===== src/hw/neoVideoPkg.sv =====
// Shared widths and types for the colour output stage
// The palette word layout follows the original hardware format
// Latch slots other than shadow and palette bank have no function here

package neoVideoPkg;

	// ==============================
	// Widths
	// ==============================

	// One palette colour word as stored in palette RAM
	localparam int PAL_WORD_W = 16;

	// One output colour channel, RGB888
	localparam int COLOR_W = 8;

	// ==============================
	// Types
	// ==============================

	// Bit 15 dark, bits 14..12 low-order R/G/B,
	// then 4-bit red, green and blue at 11:8, 7:4, 3:0
	typedef logic [PAL_WORD_W-1:0] palWord_t;

	typedef logic [COLOR_W-1:0] colorChan_t;

	// System latch slot, taken from the upper latch address bits
	// Only two slots are kept, the rest fall through
	typedef enum logic [2:0] {
		SHADOW   = 3'd0,
		PAL_BANK = 3'd7
	} latchSel_t;

endpackage


===== src/hw/sysLatch.sv =====
// System latch holding the shadow bit and the palette bank select
// latchAddr[3:1] picks the slot, latchAddr[0] is the value written
// Unknown slots are ignored; outputs update one cycle after the strobe

module sysLatch (
	input  logic       CLK_48M,
	input  logic       nRESET,
	input  logic       latchWr,
	input  logic [3:0] latchAddr,
	output logic       shadow,
	output logic       palBank
);

	neoVideoPkg::latchSel_t slot;
	logic value;

	// Slot code and data bit of the current write
	assign slot  = neoVideoPkg::latchSel_t'(latchAddr[3:1]);
	assign value = latchAddr[0];

	// ==============================
	// Latch registers
	// ==============================

	always_ff @(posedge CLK_48M) begin
		if (!nRESET) begin
			shadow  <= 1'b0;
			palBank <= 1'b0;
		end else if (latchWr) begin
			case (slot)
				neoVideoPkg::SHADOW: begin
					shadow <= value;
				end
				neoVideoPkg::PAL_BANK: begin
					palBank <= value;
				end
				default: begin
					// Slot not kept in this design
				end
			endcase
		end
	end

endmodule


===== config.mk =====
export PLATFORM = sky130hd
export DESIGN_NAME = sysLatch
export DESIGN_NICKNAME = d
export VERILOG_FILES = /design/src/hw/neoVideoPkg.sv /design/src/hw/sysLatch.sv
export SDC_FILE = /design/constraint.sdc
export NUM_CORES = 1
export LEC_CHECK = 0
export BUFFER_PORTS_ARGS = -buffer_cell sky130_fd_sc_hd__buf_2
export CAP_MARGIN = 20
export CORE_AREA = 4 4 41 43
export CTS_BUF_LIST = sky130_fd_sc_hd__clkbuf_16
export DETAILED_ROUTE_END_ITERATION = 10
export DIE_AREA = 0 0 45 47
export HOLD_SLACK_MARGIN = 0.02
export PLACE_DENSITY = 0.3
export SYNTH_ARGS = -nofsm -noshare
export SYNTH_HDL_FRONTEND = slang
export SYNTH_SLANG_ARGS = --single-unit

===== constraint.sdc =====
create_clock -name CLK_48M -period 1.15 [get_ports CLK_48M]
set_input_delay 0.23 -clock CLK_48M [delete_from_list [all_inputs] [get_ports CLK_48M]]
set_output_delay 0.23 -clock CLK_48M [all_outputs]
set_load 0.02 [all_outputs]

==> run_results.csv, run 1 <==
group,metric,value,unit
logic_synthesis,syn_avg_cell_area,11.3,µm²
routing,drc,0,
routing,drt_iter0_drc,1,
logic_synthesis,yosysWarnings,0,
floorplan,die_x,45,µm
clock_tree,clock_latency,0.22,ns
logic_synthesis,synthesis.area,101,µm²
sta,rsz0062_at_grt,"no",
sta,hold_violations,0,
pwr,p_per_area,2630,mW/mm²
cells_and_area,fin_cells,35,
placed_design,dp_hpwl,255,µm
floorplan,die_y,47,µm
grt,grt-ovfl-total,0,
routing,drt-pass1-iter-count,2,
logic_synthesis,synth_nets,16,
routing,num_vias,111,
setup_path,r2r_end,"palBank",
cells_and_area,final-seq-area,40.0,µm²
placed_design,io_buffer_count,8,
logic_synthesis,async_reset_ff_frac,0,
clock_tree,ctsHoldBuffers,0,
clock_tree,cts_root_buffer,"clkbuf_16",
clock_tree,cts_tree,"yes",
setup_path,required,0.92,ns
sta,finalClockSkew,0,ns
setup_path,crit_slowest_cell,"dfxtp_1",
logic_synthesis,synth_seq_area_share,0.395,
setup_path,crit_cells,1,
setup_path,cp_data_arrival_time,0.70,ns
clock_tree,htree_levels,1,
worst_hold_path,hold_path.class,"in2reg",
grt,grt_pass1_wl,614,µm
routing,wl_per_cell,9.31,µm
pwr,p_switching,0.0000913,W
grt,grt_max_degree,4,
sta,fin_crit,0.927,ns
setup_path,cp-start-kind,"flop",
setup_path,crit_path_end_kind,"output pin",
cells_and_area,drive_gt1_frac,0.600,
setup_path,crit_chain,"buf_2",
floorplan,die_area,0.00212,mm²
floorplan,rows,13,
cells_and_area,multi_input_area,61.3,µm²
setup_path,critPathTopFamily,"flip-flops",
grt,first_global_vias,157,
sta,fin_ws,0.223,ns
logic_synthesis,synth_top_area_share,0.395,
cells_and_area,fillCellCount,153,
placed_design,place_ws,0.230,ns
logic_synthesis,synth_enable_flop_cells,0,
floorplan,ios,9,
clock_tree,cts-buffers-inserted,3,
worst_hold_path,holdCritStartpoint,"nRESET",
setup_path,path_max_fanout,2,
sta,setup_tns,0,ns
sta,post-route-period-util,0.806,
logic_synthesis,synth_area_leaders,"dfxtp_1, nor4b_4, mux2i_1, nand2_1, nand4_1",
logic_synthesis,synth_commonest_cells,"nand2_1, dfxtp_1, mux2i_1",
logic_synthesis,synth_cell_types,5,
floorplan,core_area,0.00130,mm²
routing,antenna_left,0,
clock_tree,cts.sink_count,2,
routing,viasPerCell,3.17,
pwr,combPwrFrac,0.043,
grt,antenna_found_initial,0,
sta,worst_slew_pin_slew,0.197,ns
clock_tree,clockBufferDepth,2,
logic_synthesis,yosysMostFrequentCell,"nand2_1",
logic_synthesis,ys_ff_latch,2,
outcome,outcome,"completed",
pwr,clkPwrFrac,0.840,
pwr,leakage,0.111,nW
logic_synthesis,netlist_instances,9,
pwr,p_int,0.000527,W
setup_path,rr_worst_depth,2,
setup_path,worstSetupPathType,"reg2out",
placed_design,dp_cells,32,
flow_run,drv_cap,0,
cells_and_area,area_delta_synth_final,132,%
clock_tree,cts_resized,0,
routing,drt_wl_total,326,µm
pwr,seqPwrFrac,0.117,
clock_tree,post_cts_buffers,0,
setup_path,r2r_slack,0.57,ns
placed_design,gp_congestion,0.710,
cells_and_area,nets,29,
sta,drv_slew,0,
cells_and_area,n_antenna_cell,0,
clock_tree,clk_pin_slew_worst_paths,0.03,ns
floorplan,initial_core_util,0.0779,
setup_path,cp_num_buf_inv,1,
worst_hold_path,min_to,"shadow",
logic_synthesis,synth_flop_cell,"dfxtp_1",
sta,fmax,1080,MHz
logic_synthesis,yosysTopAreaCell,"dfxtp_1",
sta,setup_viol,0,
pwr,irDropWorstVdd,0.411,mV
worst_hold_path,min_delay_path_depth,3,
pwr,p_sw_frac,0.148,
setup_path,r2r_start,"palBank",
grt,grt_use_total,0.0497,
setup_path,cpPeakStageDelay,0.31,ns
sta,maxSlewHeadroom,0.868,
## placed cells by master, fill, tap and decap left out
cell type | synthesis | routed
nor4b_4 | 1 | 1
dfxtp_1 | 2 | 2
nand4_1 | 1 | 1
mux2i_1 | 2 | 2
buf_2 | 0 | 8
clkbuf_16 | 0 | 3
nand2_1 | 3 | 3
## stage by stage
step                utilization  power (W)  hold WS, ns  instance area, µm²
finish                    0.181   0.000618        0.300                 235
global route              0.181   0.000649        0.338                 235
CTS                       0.181   0.000633        0.301                 235
detailed placement        0.123  0.0000999        0.463                 160
global placement          0.123  0.0000989        0.446                 160
floorplan                     -  0.0000818        0.378                 101
## area by class of cell
cell class / count / area share
tap: 15 / 0.0798
sequential: 2 / 0.170
multi-input combinational: 7 / 0.261
clock buffer: 3 / 0.319
timing repair buffer: 8 / 0.170
## state kept, by name (all words and copies together) (netlist names)
signal	count
shadow	1
palBank	1
## logic make-up after synthesis
logic type / Yosys count / share of synthesized area
and+or+nand+nor: 5 / 0.407
muxes: 2 / 0.198
DFF: 2 / 0.395
## how the worst max path moves through the flow
stage,end,from
after CTS,palBank,palBank
after global placement,shadow,latchAddr[2]
after detailed placement,shadow,latchAddr[2]
final,palBank,palBank
after global routing,shadow,shadow
after floorplan,shadow,latchAddr[2]
## worst reg2reg max path: cells and delay by family, from the launching register on
kind	cells	cell delay, ns
flip-flops	1	0.31
multiplexers	1	0.14
AND/OR/NAND/NOR	1	0.05
## power groups by stage
stage	Combinational, W	Sequential, W	Clock, W
floorplan	0.00000689	0.0000750	0
global placement	0.0000259	0.0000730	0
detailed placement	0.0000269	0.0000730	0
CTS	0.0000271	0.0000722	0.000534
global route	0.0000296	0.0000724	0.000547
finish	0.0000268	0.0000721	0.000519
## per-layer routing
metal	vias up	GRT usage	part of all wire
li1	55	-	-
met4	0	0.0877	0
met2	9	0.0565	0.38
met3	0	0.0383	0.19
met5	-	0	0
met1	47	0.0407	0.43
Power figures use the tool's default switching activity.
==> run 2: changes to the inputs <==
--- a/config.mk
+++ b/config.mk
@@ -5,6 +5,7 @@
 export SDC_FILE = /design/constraint.sdc
 export NUM_CORES = 1
 export LEC_CHECK = 0
+export ABC_AREA = 1
 export BUFFER_PORTS_ARGS = -buffer_cell sky130_fd_sc_hd__buf_2
 export CAP_MARGIN = 20
 export CORE_AREA = 4 4 41 43
==> constraint.sdc (replaced) <==
create_clock -name CLK_48M -period 0.9 [get_ports CLK_48M]
set_input_delay 0.18 -clock CLK_48M [delete_from_list [all_inputs] [get_ports CLK_48M]]
set_output_delay 0.18 -clock CLK_48M [all_outputs]
set_load 0.02 [all_outputs]
==> run_results.csv, run 2 <==
group,metric,value,unit
outcome,outcome,"completed",
clock_tree,post_cts_buffers,0,
clock_tree,clock_latency,0.22,ns
floorplan,die_area,0.00212,mm²
cells_and_area,n_antenna_cell,0,
placed_design,dpl_cell_area,163,µm²
placed_design,dp_hpwl,254,µm
cells_and_area,layout_commonest_cell,"buf_2",
routing,drc,0,
sta,setup_tns,0,ns
placed_design,dp_cells,40,
clock_tree,clk_pin_slew_worst_paths,0.03,ns
sta,rsz0062_at_grt,"no",
floorplan,ios,9,
placed_design,gp_congestion,0.630,
logic_synthesis,synth_flop_cell,"dfxtp_1",
setup_path,crit_path_end_kind,"output pin",
logic_synthesis,yosysTopAreaCell,"dfxtp_1",
routing,viasPerCell,3.19,
clock_tree,htree_levels,1,
routing,wl_per_cell,8.12,µm
logic_synthesis,yosysMostFrequentCell,"nand2_1",
logic_synthesis,synth_seq_area_share,0.386,
cells_and_area,drive_gt1_frac,0.500,
cells_and_area,fillCellCount,156,
flow_run,drv_cap,0,
sta,worst_slew_pin_slew,0.139,ns
routing,antenna_left,0,
cells_and_area,fin_cells,43,
pwr,p_per_area,3230,mW/mm²
routing,drt_iter0_drc,1,
clock_tree,cts_root_buffer,"clkbuf_16",
sta,drv_slew,0,
sta,post-route-period-util,0.949,
setup_path,cp_data_arrival_time,0.67,ns
cells_and_area,layout_common_cells,"buf_2, nand2_1, nor2_1",
logic_synthesis,synth_cell_types,7,
setup_path,path_max_fanout,2,
cells_and_area,stdcell_area,248,µm²
floorplan,die_y,47,µm
clock_tree,ctsHoldBuffers,0,
grt,antenna_found_initial,0,
clock_tree,clockBufferDepth,2,
setup_path,worstSetupPathType,"reg2out",
setup_path,cp-start-kind,"flop",
pwr,irDropWorstVdd,1.07,mV
cells_and_area,reg.largest.list,"palBank x1, shadow x1",
sta,hold_violations,0,
sta,finalClockSkew,0,ns
logic_synthesis,synth_top_area_share,0.386,
clock_tree,cts_resized,0,
grt,grt-ovfl-total,0,
placed_design,io_buffer_count,8,
logic_synthesis,netlist_instances,17,
routing,num_vias,137,
setup_path,crit_slowest_cell,"dfxtp_1",
logic_synthesis,synth_area_leaders,"dfxtp_1, nand2_1, nor2_1, nor2_2, inv_1",
setup_path,required,0.72,ns
setup_path,critPathTopFamily,"flip-flops",
sta,fin_crit,0.854,ns
clock_tree,cts.sink_count,2,
cells_and_area,nets,37,
floorplan,rows,13,
floorplan,die_x,45,µm
logic_synthesis,async_reset_ff_frac,0,
sta,maxSlewHeadroom,0.907,
clock_tree,cts_tree,"yes",
worst_hold_path,hold_path.class,"in2reg",
routing,drt_wl_total,349,µm
logic_synthesis,synth_commonest_cells,"nand2_1, nor2_1, dfxtp_1, inv_1, nor2_2",
setup_path,crit_chain,"buf_4",
logic_synthesis,synth_enable_flop_cells,0,
pwr,leakage,0.122,nW
placed_design,place_ws,0.150,ns
floorplan,initial_core_util,0.0798,
logic_synthesis,syn_avg_cell_area,6.11,µm²
floorplan,core_area,0.00130,mm²
sta,holdWs,0.210,ns
logic_synthesis,yosysWarnings,0,
logic_synthesis,synth_nets,24,
logic_synthesis,synthesis.area,104,µm²
grt,grt_pass1_wl,634,µm
grt,first_global_vias,155,
grt,grt_max_degree,3,
clock_tree,cts-buffers-inserted,3,
cells_and_area,area_delta_synth_final,139,%
grt,grt_use_total,0.0473,
sta,fin_ws,0.0459,ns
sta,fmax,1170,MHz
sta,setup_viol,0,
setup_path,cpPeakStageDelay,0.32,ns
routing,drt-pass1-iter-count,4,
setup_path,cp_num_buf_inv,1,
logic_synthesis,ys_ff_latch,2,
==> run 2: cell count changes in the layout (fill, tap and decap cells not counted), moves of 2 or more <==
| cell | change |
|---|---|
| inv_1 | +2 |
| nand2_1 | +2 |
| nor2_1 | +4 |
| buf_2 | -2 |
| nor2_2 | +2 |
| mux2i_1 | -2 |
==> run 2: worst reg2reg max path: cells and delay by family (launching register included) <==
family          cells  cell delay [ns]
simple gates        1             0.06
compound gates      1             0.11
flops               1             0.31
==> run 2: layout make-up <==
| type | instances | area, µm² | share of cell area |
|---|---|---|---|
| tap | 15 | 18.8 | 0.0758 |
| inverter | 2 | 7.51 | 0.0303 |
| clock buffer | 3 | 75.1 | 0.303 |
| sequential | 2 | 41.3 | 0.167 |
| timing repair buffer | 8 | 48.8 | 0.197 |
| multi-input combinational | 13 | 56.3 | 0.227 |
==> run 2: path summary, 6_finish.rpt <==
kind                                 to  slack (ns)  depth (start not counted)    start
worst min-delay path            palBank        0.21                          3   nRESET
worst max-delay path            palBank        0.05                          1  palBank
worst max register to register   shadow        0.30                          2   shadow
worst min register to register   shadow        0.50                          2   shadow
==> run 2: stage by stage <==
step                 util  power, W
global placement    0.125  0.000134
detailed placement  0.125  0.000136
floorplan               -  0.000115
global route        0.190  0.000830
CTS                 0.183  0.000813
finish              0.190  0.000799
==> run 2: kinds of logic (layout without fill, tap and decap cells) <==
family                 Yosys count  after routing  share of synthesized area
and+or+nand+nor                 12             12                      0.494
buffers and inverters            2             13                     0.0723
DFF                              2              2                      0.386
AOI/OAI and AO/OA                1              1                     0.0481
==> run 2: per-layer routing <==
metal  global-route usage  part of all wire  vias up
li1                     -                 -       73
met1               0.0542              0.52       55
met2               0.0452              0.34        9
met3               0.0307              0.14        0
met4               0.0702                 0        0
met5                    0                 0        -
==> run 2: power breakdown <==
| part | switching, W | leakage [nW] | internal (W) |
|---|---|---|---|
| Clock | 0.0000966 | 0.0370 | 0.000565 |
| Sequential | 0.00000181 | 0.0167 | 0.0000929 |
| Combinational | 0.0000223 | 0.0687 | 0.0000209 |
==> run 3: changes to the inputs <==
--- a/config.mk
+++ b/config.mk
@@ -6,7 +6,7 @@
 export NUM_CORES = 1
 export LEC_CHECK = 0
 export ABC_AREA = 1
-export BUFFER_PORTS_ARGS = -buffer_cell sky130_fd_sc_hd__buf_2
+export BUFFER_PORTS_ARGS = -buffer_cell sky130_fd_sc_hd__buf_4
 export CAP_MARGIN = 20
 export CORE_AREA = 4 4 41 43
 export CTS_BUF_LIST = sky130_fd_sc_hd__clkbuf_16
==> run_results.csv, run 3 (synthesis results as in run 2) <==
group,metric,value,unit
clock_tree,clk_pin_slew_worst_paths,0.03,ns
grt,first_global_vias,143,
cells_and_area,fillCellCount,146,
grt,grt_pass1_wl,558,µm
cells_and_area,drive_gt1_frac,0.464,
cells_and_area,stdcell_area,262,µm²
sta,post-route-period-util,0.967,
clock_tree,cts_tree,"yes",
setup_path,cp_num_buf_inv,1,
clock_tree,cts_root_buffer,"clkbuf_16",
setup_path,cp-start-kind,"flop",
sta,fmax,1150,MHz
routing,wl_met3,71,µm
outcome,outcome,"completed",
setup_path,crit_slowest_cell,"dfxtp_1",
flow_run,drv_cap,0,
worst_hold_path,hold_path.class,"in2reg",
pwr,p_per_area,3090,mW/mm²
grt,grt-ovfl-total,0,
floorplan,ios,9,
cells_and_area,layout_commonest_cell,"buf_4",
routing,viasPerCell,3.23,
cells_and_area,reg.largest.list,"palBank x1, shadow x1",
pwr,leakage,0.127,nW
placed_design,dp_hpwl,246,µm
clock_tree,clockBufferDepth,2,
pwr,power,0.000809,W
setup_path,cpPeakStageDelay,0.34,ns
sta,hold_violations,0,
routing,wl_met1,164,µm
grt,antenna_found_initial,0,
cells_and_area,area_delta_synth_final,152,%
cells_and_area,n_antenna_cell,0,
routing,drt_iter0_drc,0,
floorplan,die_y,47,µm
placed_design,gp_congestion,0.654,
routing,drt_wl_total,329,µm
setup_path,cp_data_arrival_time,0.69,ns
placed_design,io_buffer_count,8,
placed_design,dpl_cell_area,183,µm²
sta,holdWs,0.198,ns
grt,grt_max_degree,3,
clock_tree,htree_levels,1,
routing,antenna_left,0,
sta,fin_ws,0.0298,ns
clock_tree,cts.sink_count,2,
setup_path,crit_path_end_kind,"output pin",
routing,dr.max_layer_used,"met4",
routing,wl_per_cell,7.65,µm
clock_tree,cts-buffers-inserted,3,
placed_design,place_ws,0.162,ns
sta,setup_viol,0,
floorplan,initial_core_util,0.0798,
routing,met2_length,81,µm
sta,maxSlewHeadroom,0.907,
clock_tree,clock_latency,0.22,ns
routing,num_vias,139,
routing,drt-pass1-iter-count,1,
sta,fin_crit,0.870,ns
setup_path,required,0.72,ns
grt,grt_use_total,0.0450,
sta,worst_slew_pin_slew,0.138,ns
floorplan,core_area,0.00130,mm²
cells_and_area,nets,37,
setup_path,crit_chain,"buf_6",
sta,finalClockSkew,0,ns
sta,setup_tns,0,ns
setup_path,path_max_fanout,2,
cells_and_area,layout_common_cells,"buf_4, nand2_1, nor2_1",
sta,rsz0062_at_grt,"no",
routing,drc,0,
floorplan,die_area,0.00212,mm²
floorplan,rows,13,
setup_path,critPathTopFamily,"flip-flops",
setup_path,worstSetupPathType,"reg2out",
pwr,irDropWorstVdd,1.10,mV
clock_tree,post_cts_buffers,0,
floorplan,die_x,45,µm
sta,drv_slew,0,
[run 3: cell count changes in the layout (fill, tap and decap cells not counted)]
| cell | change |
|---|---|
| buf_2 | -6 |
| dfxtp_1 | +1 |
| buf_4 | +6 |
| dfxtp_2 | -1 |
[run 3: metrics by stage]
step,utilization,instances
6_report,0.201,43
5_1_grt,0.201,43
4_1_cts,0.198,43
3_5_place_dp,0.140,40
3_3_place_gp,0.140,40
2_1_floorplan,-,17
[run 3: cell type report]
class | instances | area [µm²] | share of cell area
clock buffers | 3 | 75.1 | 0.287
inverters | 2 | 7.51 | 0.0287
multi-input cells | 13 | 56.3 | 0.215
flip-flops and latches | 2 | 40.0 | 0.153
well taps | 15 | 18.8 | 0.0718
repair buffers | 8 | 63.8 | 0.244
[run 3: repair_timing]
item	4_1_cts	5_1_grt
hold buffers	0	0
gates resized for setup	0	1
setup endpoints to repair	0	1
[run 3: routing by layer]
layer  vias up  GRT usage
li1         74          -
met1        52     0.0475
met5         -          0
met3         2     0.0421
met4         0     0.0702
met2        11     0.0367
[run 3: power breakdown]
part	total (W)	switching [W]	internal, W
combinational	0.0000497	0.0000216	0.0000281
clock	0.000665	0.0000994	0.000565
sequential	0.0000946	0.00000199	0.0000926
[run 3: final timing paths]
kind                              start      end  cells past startpoint  slack (ns)
worst max-delay path             shadow   shadow                      1        0.03
worst min-delay path             nRESET  palBank                      3        0.20
worst max register to register   shadow   shadow                      2        0.31
worst min register to register  palBank  palBank                      2        0.49
