## src/hw/pixelClockGen.sv

```systemverilog
// Pixel clock enable from CLK_48M
// One-cycle pulse every PIXEL_DIV cycles, first pulse PIXEL_DIV cycles
// after reset is released

module pixelClockGen #(
	parameter int PIXEL_DIV = 8
) (
	input  logic CLK_48M,
	input  logic nRESET,
	output logic pixelEn
);

	localparam int CNT_W = (PIXEL_DIV > 1) ? $clog2(PIXEL_DIV) : 1;

	logic [CNT_W-1:0] divCnt;

	// Wrapping divider, pulse registered on the wrap
	always_ff @(posedge CLK_48M) begin
		if (!nRESET) begin
			divCnt  <= '0;
			pixelEn <= 1'b0;
		end else if (divCnt == CNT_W'(PIXEL_DIV - 1)) begin
			divCnt  <= '0;
			pixelEn <= 1'b1;
		end else begin
			divCnt  <= divCnt + 1'b1;
			pixelEn <= 1'b0;
		end
	end

endmodule

```

## config.mk

```make
export PLATFORM = sky130hd
export DESIGN_NAME = pixelClockGen
export DESIGN_NICKNAME = d
export VERILOG_FILES = /design/src/hw/pixelClockGen.sv
export SDC_FILE = /design/constraint.sdc
export NUM_CORES = 1
export LEC_CHECK = 0
export BUFFER_PORTS_ARGS = -buffer_cell sky130_fd_sc_hd__buf_2
export CAP_MARGIN = 20
export CORE_AREA = 2 2 39 41
export DETAILED_ROUTE_END_ITERATION = 12
export DIE_AREA = 0 0 41 43
export GPL_ROUTABILITY_DRIVEN = 0
export REMOVE_ABC_BUFFERS = 1
export SLEW_MARGIN = 25
export SYNTH_ARGS = -nofsm -noshare
export SYNTH_HDL_FRONTEND = slang
export SYNTH_SLANG_ARGS = --single-unit
```

## constraint.sdc

```tcl
create_clock -name CLK_48M -period 2.2 [get_ports CLK_48M]
set_input_delay 0.33 -clock CLK_48M [delete_from_list [all_inputs] [get_ports CLK_48M]]
set_output_delay 0.33 -clock CLK_48M [all_outputs]
set_load 0.005 [all_outputs]
```

==> results of run 1 <==
power breakdown:
group	internal, mW	total, mW	switching, mW
clock	0.0609	0.0889	0.0281
combinational	0.00555	0.00975	0.00419
sequential	0.0778	0.0799	0.00209
total	0.144	0.179	0.0343
cells by family after synthesis:
kind of cell | after synthesis
simple gates | 4
fa+ha+maj | 2
flops | 4
sequential cells by signal, indices dropped and copies added, names as in the netlist:
register,count
pixelEn,1
divCnt,3
cell usage in the layout (no fill, tap or decap):
master                     instances
sky130_fd_sc_hd__dfxtp_1           4
sky130_fd_sc_hd__clkbuf_4          3
sky130_fd_sc_hd__and3b_1           2
sky130_fd_sc_hd__ha_1              2
sky130_fd_sc_hd__buf_2             2
sky130_fd_sc_hd__nor3b_2           1
sky130_fd_sc_hd__and2_2            1
how the worst min path moves through the flow:
| stage | end | depth (start not counted) |
|---|---|---|
| finish | pixelEn$_SDFF_PN0_ | 2 |
| detailed placement | divCnt[0]$_SDFF_PP0_ | 1 |
| floorplan | divCnt[0]$_SDFF_PP0_ | 1 |
| CTS | pixelEn$_SDFF_PN0_ | 2 |
| global route | pixelEn$_SDFF_PN0_ | 2 |
| global placement | divCnt[0]$_SDFF_PP0_ | 1 |
layer usage:
| metal | part of all wire, % | vias up |
|---|---|---|
| met2 | 62 | 3 |
| met4 | 0 | 0 |
| met1 | 27 | 43 |
| met5 | 0 | - |
| li1 | - | 48 |
| met3 | 10 | 0 |
through the flow:
| stage | hold slack (ns) | utilization (%) | std cells |
|---|---|---|---|
| 3_3_place_gp | 0.427 | 12.5 | 28 |
| 4_1_cts | 0.352 | 14.1 | 31 |
| 6_report | 0.358 | 14.1 | 31 |
| 5_1_grt | 0.370 | 14.1 | 31 |
| 2_1_floorplan | 0.419 | - | 10 |
| 3_5_place_dp | 0.449 | 12.5 | 28 |
layout make-up:
class | instances | area (µm²)
clock buffers | 3 | 22.5
fillers | 153 | 1190
multi-input cells | 6 | 62.6
flip-flops and latches | 4 | 80.1
well taps | 16 | 20.0
repair buffers | 2 | 10.0
==> results.md, run 1 <==
Run status:
- The run finished with clean final reports.

Floorplan:
- The effective utilization at floorplan is 10.3%.
- The total core area is 1380 µm².
- In this run the core area contains 14 standard-cell rows.
- The height of the die is 43 µm.
- During I/O placement, the number of pins put on the boundary was 3.
- The die width is 41 µm.
- The die area is 1760 µm².

Logic synthesis:
- Yosys mapped a number of flops with a built-in enable equal to 0.
- The main flop type after synthesis is sky130_fd_sc_hd__dfxtp_1.
- Summing every instance area after synthesis gives 143 µm².
- The commonest cells after synthesis are 4 x sky130_fd_sc_hd__dfxtp_1, 2 x sky130_fd_sc_hd__and3b_1, 2 x sky130_fd_sc_hd__ha_1.
- The count of mapped cells out of synthesis is 10.
- By area, the combinational part of the netlist is dominated by simple AND/OR/NAND/NOR gates.
- The share of synthesized area in the top cell type comes to 56.1%.
- The synthesized design contains 4 register bits.
- Summing the areas of all compound-gate instances in the mapped netlist gives 0% of the synthesized area.
- Of the post-synthesis cell area, the part taken by muxes is 0%.
- A synthesized cell averages 14.3 µm².
- Summing the sequential cell areas from Yosys gives 56.1% of the chip area.
- Counting flops with an async set or reset pin after synthesis yields a share of 0%.
- The library cell with the largest summed area after synthesis is sky130_fd_sc_hd__dfxtp_1.
- The synthesized-area fraction occupied by xor and xnor cells is 0%.
- The number of different library cells used by synthesis comes to 5.
- The synthesized netlist devotes 26.3% of its cell area to simple gates.
- The post-synthesis adder-cell area fraction is 17.5%.
- In the post-synthesis netlist, the cell with the most instances is sky130_fd_sc_hd__dfxtp_1.
- Yosys printed 0 warnings.
- Sorting the synthesized cells by area gives the leading types as sky130_fd_sc_hd__dfxtp_1 56%, sky130_fd_sc_hd__ha_1 18%, sky130_fd_sc_hd__and3b_1 12%.

Global routing:
- The global routing usage on met3 is 2.09%.
- The first-pass GRT wire length is 441 µm.
- The number of antenna violations at the first check in global routing is 0.
- The global-route usage over all layers is 4.32%.
- The fraction of met2 tracks used by global routing is 6.56%.
- After global routing the overflow that remains totals 0.
- The number of global-route vias before repair is 117.
- Entering global routing, the biggest net connects 5 pins.
- The met1 routing resource usage after global routing is 2.89%.
- The global-route layer with the greatest usage is met2.

Placement:
- In this run the cell area measured after placement is 173 µm².
- The post-place setup slack is 1.12 ns.
- The count of buffers added on input and output ports is 2.

Clock tree:
- CTS saw 4 sinks.
- The CTS tree is built.
- The clock reaches the later pin of the worst-skew pair after 0.23 ns.
- The cell chosen for the clock root is sky130_fd_sc_hd__clkbuf_4.
- The number of buffers inserted by hold repair at cts is 0.
- Clock tree synthesis inserted a total of 3 buffers.
- In this run the deepest clock path goes through 2 buffers.
- The deepest level of the CTS H-tree is 1.
- The clock-pin slew reported for the worst setup and hold paths after clock tree synthesis is 0.04 ns.
- The post-cts repair resize count is 0.
- The post-CTS setup repair buffer count is 0.

Critical path:
- For flop-to-flop paths, the worst setup slack is 1.13 ns.
- Together, buffers and inverters on the worst path number 0.
- The worst endpoint required time is 2.32 ns.
- In this run the critical register-to-register path is launched from divCnt[0]$_SDFF_PP0_.
- The critical path starts at divCnt[0]$_SDFF_PP0_.
- The number of cells traversed by the worst register-to-register path is 3.
- The maximum single-stage delay on the critical path is 0.32 ns.
- By instance count, the cell type seen most on the critical path is sky130_fd_sc_hd__ha_1.
- The critical path goes through ha_1 > ha_1 > and3b_1.
- The worst reg2reg path endpoint is divCnt[2]$_SDFF_PP0_.
- The worst setup path is launched from a flop.
- Of all nets on the critical path, the largest fanout is 2.
- Data on the critical path arrives at its endpoint at 1.19 ns.
- The number of cells on the critical path is 3.
- The endpoint class of the critical path is a flop.
- The critical path endpoint is divCnt[2]$_SDFF_PP0_.
- The cell family contributing the most delay on the critical path is adder cells.
- The critical path in this run is classified as reg2reg.
- The standard cell with the maximum stage delay on the critical path is sky130_fd_sc_hd__dfxtp_1.

STA:
- Setup slack on the critical path of the routed design comes to 1.13 ns.
- The post-route setup TNS is 0 ns.
- Clock skew on the completed layout was measured at 0.000368 ns.
- Setup repair after global routing left no endpoint under its margin.
- The pin slew with the least headroom to its limit is 0.138 ns.
- Setup violations remaining at the end of the flow were counted as 0.
- The fmax is 933 MHz.
- In the finished design, the share of the clock period the worst path needs comes to 48.7%.
- The max-slew violation total from the final report is 0.
- The worst path in the final design needs a cycle of 1.07 ns, including I/O delays and setup.
- The worst slew margin relative to its limit is 90.8%.
- The number of hold violations in the final report is 0.

Finish:
- The post-route cell area is 195 µm².
- The ratio of cells with drive above 1 in the final layout is 46.7%.
- Compared with the post-synthesis result, the final layout area differs by 36.8%.
- The repair_antennas step left the layout with diodes totalling 0.
- The count of nets after finishing is 21.

Min path:
- The type of the tightest min-delay check is in2reg.
- The origin of the worst min-delay path is nRESET.

Route:
- The number of vias per cell after detailed routing is 3.03.
- In the final routed layout, each cell accounts on average for 8.10 µm.
- After the first detailed-routing iteration, the DRC count stood at 1.
- The detail route stage leaves a number of antenna-violating nets equal to 0.
- Summed over all layers, the routed wires come to 251 µm.
- The first detailed-routing pass took 2 iterations.
- Summing over every cut layer, the via total after detailed routing is 94.
- In the routed design, unresolved DRC markers number 0.

Power:
- Overall power consumption after layout is estimated at 0.179 mW.
- Dividing total power by cell area gives a power density of 915 nW/µm².
- Summed over all cells, the static leakage comes to 0.0970 nW.
- The worst IR drop on VDD is 0.000236 V.

Flow run:
- The count of max-cap constraint violations is 0.
(Power assumes the default switching activity.)
==> run 2: changes to the inputs <==
==> constraint.sdc (replaced) <==
create_clock -name CLK_48M -period 1 [get_ports CLK_48M]
set_input_delay 0.15 -clock CLK_48M [delete_from_list [all_inputs] [get_ports CLK_48M]]
set_output_delay 0.15 -clock CLK_48M [all_outputs]
set_load 0.005 [all_outputs]
==> run 2 against run 1 <==
Against the previous run:
- sequential power rose by 130%
- global-route usage is 0.90 points higher
- clock power increased by 120%
- die area did not move
- critical path type unchanged
- largest cell class is now multi-input combinational cells
- highest routed layer is now met4
==> results.md, run 2 (synthesized netlist as in run 1, its figures left out) <==
Global routing:
- The global-route usage over all layers came to 5.22% (+0.90 points).
- The largest net degree at the start of global routing is 5 (unchanged).
- The first-pass GRT wire length is 510 µm (+16%).
- The number of global-route vias before repair is 125 (+6.8%).
- The number of antenna violations at the first check in global routing was 0 (unchanged).
- The total global routing overflow is 0 (unchanged).

Finish:
- The post-route cell area is 229 µm² (+17%).
- The count of placed standard cells in the final layout, fillers left out was 32 (+3.2%).
- The ratio of cells with drive above 1 in the final layout is 68.8% (+22 points).
- The post-route core utilization is 16.5% (+2.4 points).
- In the final layout, the registers with the most flip-flops are divCnt (3), pixelEn (1).
- The final-layout fill cell count is 142 (-7.2%).
- Relative to the synthesized area, the layout overhead comes to 60.5%.
- The count of antenna diodes in the layout is 0 (unchanged).
- More flip-flops sit in one register than any other, and that register is divCnt.
- The count of nets after finishing is 22 (+4.8%).
- In the layout the commonest cells are 3 x sky130_fd_sc_hd__clkbuf_4, 3 x sky130_fd_sc_hd__dfxtp_1, 2 x sky130_fd_sc_hd__and3b_1, 2 x sky130_fd_sc_hd__ha_4, 2 x sky130_fd_sc_hd__buf_2.
- The number of flip-flops under the largest register name is 3 (unchanged).

Route:
- The per-cell routed wire length is 8.84 µm (+9.2%).
- The detailed-routing iteration count for the pre-antenna-repair pass was 2 (unchanged).
- The number of vias per cell after detailed routing was 3.09 (+2.0%).
- The starting DRC count in detailed routing came to 1 (unchanged).
- The uppermost metal layer occupied by signal nets is met4.
- The via count is 99 (+5.3%).
- The wire length on met2 is 157 µm (+0.64%).
- The remaining number of nets flagged by the antenna check after routing was 0 (unchanged).
- The met3 layer wire length in the routed design was 12 µm (-54%).
- The routed wire length is 283 µm (+13%).
- The number of DRC violations after detailed routing is 0 (unchanged).
- The detailed-route wire length on metal 1 came to 101 µm (+49%).

Clock tree:
- The maximum clock insertion buffer count is 2 (unchanged).
- The number of buffers created by CTS is 3 (unchanged).
- The clock-pin slew reported for the worst setup and hold paths after clock tree synthesis is 0.04 ns (about the same).
- The later-pin clock latency in the skew report is 0.23 ns (about the same).
- The clock sink count is 4 (unchanged).
- The number of buffers inserted by hold repair at cts came to 0 (unchanged).
- The post-CTS setup repair buffer count is 0 (unchanged).
- The cell sitting at the root of the clock tree is a sky130_fd_sc_hd__clkbuf_4.
- The deepest level of the CTS H-tree is 1 (unchanged).
- The CTS tree is built.

STA:
- The least setup slack across all paths after layout is 0.0507 ns (-1.08 ns).
- Setup repair after global routing left no endpoint under its margin.
- The worst slew margin relative to its limit is 92.0% (+1.2 points).
- The setup violation total in the final timing report was 0 (unchanged).
- The number of hold violations in the final report came to 0 (unchanged).
- The fmax is 1050 MHz (+13%).
- The max-slew violation total from the final report is 0 (unchanged).
- The minimum clock period is 0.949 ns (-0.122 ns).
- The pin slew with the least headroom to its limit came to 0.119 ns (-0.0183 ns).
- The share of the cycle needed by the critical path after routing came to 94.9% (+46 points).
- The maximum clock skew at final layout came to 0.00186 ns (+0.00149 ns).

Placement:
- The quantity of I/O buffers inserted on ports is 2 (unchanged).
- The cell total after placement is 29 (+3.6%).
- The area of placed instances was 180 µm² (+4.3%).
- The detailed-placement wirelength estimate is 218 µm.
- The post-place setup slack is -0.0593 ns (-1.18 ns).

Critical path:
- The maximum fanout count along the critical path is 2 (unchanged).
- The signal on the critical path passes through ha_4 > ha_4 > and3b_1.
- STA classifies the critical path endpoint as a flop.
- The worst register-to-register path begins at divCnt[0]$_SDFF_PP0_.
- Broken down by cell family, the worst path's largest delay share belongs to adder cells.
- The start point of the critical path is divCnt[0]$_SDFF_PP0_.
- The most numerous cell on the critical path is sky130_fd_sc_hd__ha_4.
- The worst endpoint required time was 1.12 ns (-1.20 ns).
- The critical path in this run is classified as reg2reg.
- The arrival time of the worst setup path is 1.07 ns (-0.12 ns).
- The buffer and inverter count on the worst path came to 0 (unchanged).
- The standard cell with the maximum stage delay on the critical path is sky130_fd_sc_hd__dfxtp_2.
- The maximum single-stage delay on the critical path was 0.32 ns (about the same).
- The startpoint type of the worst setup path is a flop.

Floorplan:
- The count of pins on the block boundary is 3 (unchanged).
- The effective utilization at floorplan is 10.3% (unchanged).
- The die width is 41 µm (unchanged).
- The height of the die is 43 µm (unchanged).
- The total number of placement rows is 14 (unchanged).
- The total core area is 1380 µm² (unchanged).
- The die area is 1760 µm² (unchanged).

Flow run:
- The count of max-cap constraint violations came to 0 (unchanged).

Run status:
- The run finished with clean final reports.

Power:
- The static leakage is 0.0985 nW (+1.5%).
- The worst IR drop on VDD came to 0.000502 V (+110%).
- The power per unit of standard cell area is 1770 nW/µm² (+94%).

Min path:
- In this run the most critical hold path is launched from nRESET.
- The type of the tightest min-delay check is in2reg.
==> run 2: cell types whose count changed in the layout (fill, tap and decap cells not counted), sizes merged <==
cell  change
buf       +1
==> run 2: stage by stage <==
stage | TNS (ns) | power [mW] | hold slack, ns
2_1_floorplan | -0.0150 | 0.189 | 0.292
3_3_place_gp | -0.0171 | 0.197 | 0.395
3_5_place_dp | -0.0923 | 0.204 | 0.423
4_1_cts | 0 | 0.409 | 0.181
5_1_grt | 0 | 0.429 | 0.198
6_report | 0 | 0.406 | 0.192
==> run 2: power breakdown <==
| part | internal [mW] | switching, mW |
|---|---|---|
| logic | 0.0212 | 0.0113 |
| registers | 0.172 | 0.00871 |
| clock network | 0.134 | 0.0588 |
| total | 0.327 | 0.0788 |
==> run 2: path summary, 6_finish.rpt <==
check | to | slack (ns) | cells past startpoint
hold reg to reg | divCnt[0]$_SDFF_PP0_ | 0.51 | 2
hold / removal | pixelEn$_SDFF_PN0_ | 0.19 | 2
setup / recovery | divCnt[2]$_SDFF_PP0_ | 0.05 | 3
setup reg to reg | divCnt[2]$_SDFF_PP0_ | 0.05 | 3
==> run 2: final cells by class <==
class                      instances  area [µm²]  share of cell area (%)
multi-input combinational          6        87.6                    38.3
sequential                         4        81.3                    35.5
timing repair buffer               3        17.5                    7.65
clock buffer                       3        22.5                    9.84
tap                               16        20.0                    8.74
==> run 2: timing repair <==
item                                    in CTS  in global routing
pin swaps                                    0                  1
endpoints found under the setup margin       3                  2
gates resized for setup                      2                  2
==> run 2: routing by layer <==
| layer | track usage, % | vias to the layer above |
|---|---|---|
| met2 | 7.50 | 5 |
| met1 | 4.18 | 44 |
| met3 | 1.57 | 2 |
| li1 | - | 48 |
| met4 | 8.00 | 0 |
| met5 | 0 | - |
==> run 3: changes to the inputs <==
--- a/config.mk
+++ b/config.mk
@@ -5,12 +5,14 @@
 export SDC_FILE = /design/constraint.sdc
 export NUM_CORES = 1
 export LEC_CHECK = 0
+export ABC_CLOCK_PERIOD_IN_PS = 1000
 export BUFFER_PORTS_ARGS = -buffer_cell sky130_fd_sc_hd__buf_2
 export CAP_MARGIN = 20
 export CORE_AREA = 2 2 39 41
 export DETAILED_ROUTE_END_ITERATION = 12
 export DIE_AREA = 0 0 41 43
 export GPL_ROUTABILITY_DRIVEN = 0
+export PLACE_DENSITY = 0.35
 export REMOVE_ABC_BUFFERS = 1
 export SLEW_MARGIN = 25
 export SYNTH_ARGS = -nofsm -noshare
==> run 3 against run 2 <==
Against the previous run:
- cell area is 0.55% higher
- maximum frequency rose by 0.44%
- total power is 0.38% higher
- final cell count stayed put
- worst setup slack improved by 0.0041 ns
- wire length is 27% lower
- critical path depth is the same
- sequential share of layout area rose by 0.35 points
- combinational power decreased by 15%
- largest power group unchanged
- register-to-register slack hardly changed
==> results.md, run 3 (synthesized netlist as in run 1, its figures left out) <==
Run status:
- The run finished with clean final reports.

Power:
- The internal power contribution is 0.326 mW (-0.30%).
- The sequential share of power is 44.7% (+0.2 points).
- The switching power was 0.0813 mW (+3.2%).
- The power share of the combinational group is 6.8% (-1.2 points).
- The static leakage is 0.0988 nW (+0.32%).
- The worst IR drop on VDD is 0.000536 V (+6.8%).
- The power per unit of standard cell area is 1770 nW/µm² (-0.16%).
- The clock network fraction of total power is 48.5% (+1.0 points).
- The share of total power consumed by net switching is 20.0% (+0.55 points).

Floorplan:
- The die width came to 41 µm (unchanged).
- The total number of placement rows is 14 (unchanged).
- The die area came to 1760 µm² (unchanged).
- The count of pins on the block boundary came to 3 (unchanged).
- The height of the die was 43 µm (unchanged).
- The effective utilization at floorplan is 10.3% (unchanged).
- The total core area is 1380 µm² (unchanged).

Clock tree:
- The clock-pin slew reported for the worst setup and hold paths after clock tree synthesis is 0.04 ns (about the same).
- The post-CTS setup repair buffer count is 0 (unchanged).
- The clock sink count is 4 (unchanged).
- The cell sitting at the root of the clock tree is a sky130_fd_sc_hd__clkbuf_4.
- The number of buffers created by CTS is 3 (unchanged).
- The later-pin clock latency in the skew report is 0.23 ns (about the same).
- The CTS tree is built.
- The deepest level of the CTS H-tree came to 1 (unchanged).
- The number of buffers inserted by hold repair at cts is 0 (unchanged).
- The maximum clock insertion buffer count is 2 (unchanged).

Global routing:
- The number of antenna violations at the first check in global routing is 0 (unchanged).
- The total global routing overflow is 0 (unchanged).
- The global-route usage over all layers is 4.41% (-0.81 points).
- The largest net degree at the start of global routing is 5 (unchanged).
- The first-pass GRT wire length is 386 µm (-24%).
- The number of global-route vias before repair came to 100 (-20%).

STA:
- The worst slew margin relative to its limit is 93.0% (+0.93 points).
- The setup violation total in the final timing report is 0 (unchanged).
- Setup repair after global routing left no endpoint under its margin.
- The pin slew with the least headroom to its limit is 0.105 ns (-0.0142 ns).
- The minimum clock period was 0.945 ns (-0.00415 ns).
- The share of the cycle needed by the critical path after routing came to 94.5% (-0.41 points).
- The fmax is 1060 MHz (+0.44%).
- The post-route setup TNS came to 0 ns (unchanged).
- The maximum clock skew at final layout was 0.00337 ns (+0.00151 ns).
- The number of hold violations in the final report was 0 (unchanged).
- The max-slew violation total from the final report is 0 (unchanged).

Placement:
- The quantity of I/O buffers inserted on ports is 2 (unchanged).
- The cell total after placement is 29 (unchanged).
- The detailed-placement wirelength estimate was 144 µm (-34%).
- The area of placed instances is 180 µm² (unchanged).

Finish:
- The post-route cell area is 230 µm² (+0.55%).
- Leaving out fill and tap cells, the most frequent cell in the layout is sky130_fd_sc_hd__clkbuf_4.
- The area used by multi-input combinational logic was 87.6 µm² (unchanged).
- The register containing the most flip-flops in the final layout is divCnt.
- The count of nets after finishing was 22 (unchanged).
- The final-layout fill cell count is 150 (+5.6%).
- The ratio of cells with drive above 1 in the final layout is 75.0% (+6.3 points).
- The number of flip-flops under the largest register name is 3 (unchanged).
- The count of placed standard cells in the final layout, fillers left out was 32 (unchanged).
- In the final layout, the registers with the most flip-flops are divCnt (3), pixelEn (1).
- The sequential standard cell area is 82.6 µm² (+1.5%).
- Compared with the post-synthesis result, the final layout area differs by 61.4%.
- The count of antenna diodes in the layout came to 0 (unchanged).

Critical path:
- The maximum fanout count along the critical path was 2 (unchanged).
- STA classifies the critical path startpoint as a flop.
- The maximum single-stage delay on the critical path is 0.32 ns (about the same).
- The endpoint class of the critical path is a flop.
- The arrival time of the worst setup path came to 1.07 ns (about the same).
- The worst reg2reg path endpoint is divCnt[2]$_SDFF_PP0_.
- The most critical setup path has its startpoint at divCnt[0]$_SDFF_PP0_.
- The slack of the worst reg-to-reg path is 0.05 ns (about the same).
- In this run the worst setup path terminates at divCnt[2]$_SDFF_PP0_.
- The most numerous cell on the critical path is sky130_fd_sc_hd__ha_4.
- In this run the critical register-to-register path is launched from divCnt[0]$_SDFF_PP0_.
- The standard cell with the maximum stage delay on the critical path is sky130_fd_sc_hd__dfxtp_2.
- The worst endpoint required time is 1.13 ns (about the same).
- The number of cells traversed by the worst register-to-register path is 3 (unchanged).
- The setup path with the least slack is of type reg2reg.
- The signal on the critical path passes through ha_4 > ha_4 > and3b_1.

Flow run:
- The count of max-cap constraint violations was 0 (unchanged).

Min path:
- The min-delay analysis places its worst path in the category in2reg.

Route:
- The detailed-routing iteration count for the pre-antenna-repair pass is 4 (+2).
- The number of vias per cell after detailed routing is 3.13 (+1.0%).
- The number of DRC violations after detailed routing is 0 (unchanged).
- The per-cell routed wire length is 6.50 µm (-27%).
- The starting DRC count in detailed routing is 2 (+1).
- The remaining number of nets flagged by the antenna check after routing is 0 (unchanged).
- The routed wire length is 208 µm (-27%).
- The via count is 100 (+1.0%).
run 3: timing repair:
item / CTS / global route
endpoints found under the setup margin: 1 / 3
resized for setup: 2 / 3
pin swaps: 1 / 2
run 3: worst max-delay path: cells and delay by family, from the launching register on:
family	cells	cell delay, ns
flops	1	0.32
fa+ha+maj	2	0.35
simple gates	1	0.16
run 3: worst min path at each step:
| stage | startpoint | to | slack, ns | depth (start not counted) |
|---|---|---|---|---|
| after global placement | nRESET | pixelEn$_SDFF_PN0_ | 0.41 | 2 |
| final | nRESET | pixelEn$_SDFF_PN0_ | 0.17 | 2 |
| after CTS | nRESET | pixelEn$_SDFF_PN0_ | 0.16 | 2 |
| after global routing | nRESET | pixelEn$_SDFF_PN0_ | 0.16 | 2 |
| after detailed placement | nRESET | pixelEn$_SDFF_PN0_ | 0.41 | 2 |
| after floorplan | nRESET | pixelEn$_SDFF_PN0_ | 0.29 | 1 |
run 3: cell type report:
cell class                 count  share of cell area [%]
multi-input combinational      6                    38.0
sequential                     4                    35.9
clock buffer                   3                    9.78
tap                           16                    8.70
timing repair buffer           3                    7.61
run 3: power groups by stage:
stage	clock, mW	combinational, mW	sequential, mW
2_1_floorplan	0	0.0121	0.177
3_3_place_gp	0	0.0208	0.177
3_5_place_dp	0	0.0217	0.177
4_1_cts	0.210	0.0218	0.176
5_1_grt	0.227	0.0323	0.183
6_report	0.198	0.0276	0.182
run 3: per-layer routing:
| layer | GRT usage [%] | routed length, µm | vias to the layer above |
|---|---|---|---|
| li1 | - | - | 48 |
| met1 | 3.51 | 87 | 43 |
| met2 | 3.75 | 73 | 9 |
| met3 | 9.42 | 47 | 0 |
| met4 | 2.00 | 0 | 0 |
| met5 | 0 | 0 | - |
run 3: per-stage QoR:
stage,worst slack (ns),total power [mW],hold WS (ns),util [%]
3_5_place_dp,-0.0361,0.199,0.410,13.0
4_1_cts,0.00215,0.407,0.163,14.9
5_1_grt,0.0337,0.441,0.160,16.6
6_report,0.0548,0.407,0.171,16.6
3_3_place_gp,-0.0231,0.198,0.414,13.0
2_1_floorplan,-0.0150,0.189,0.292,-
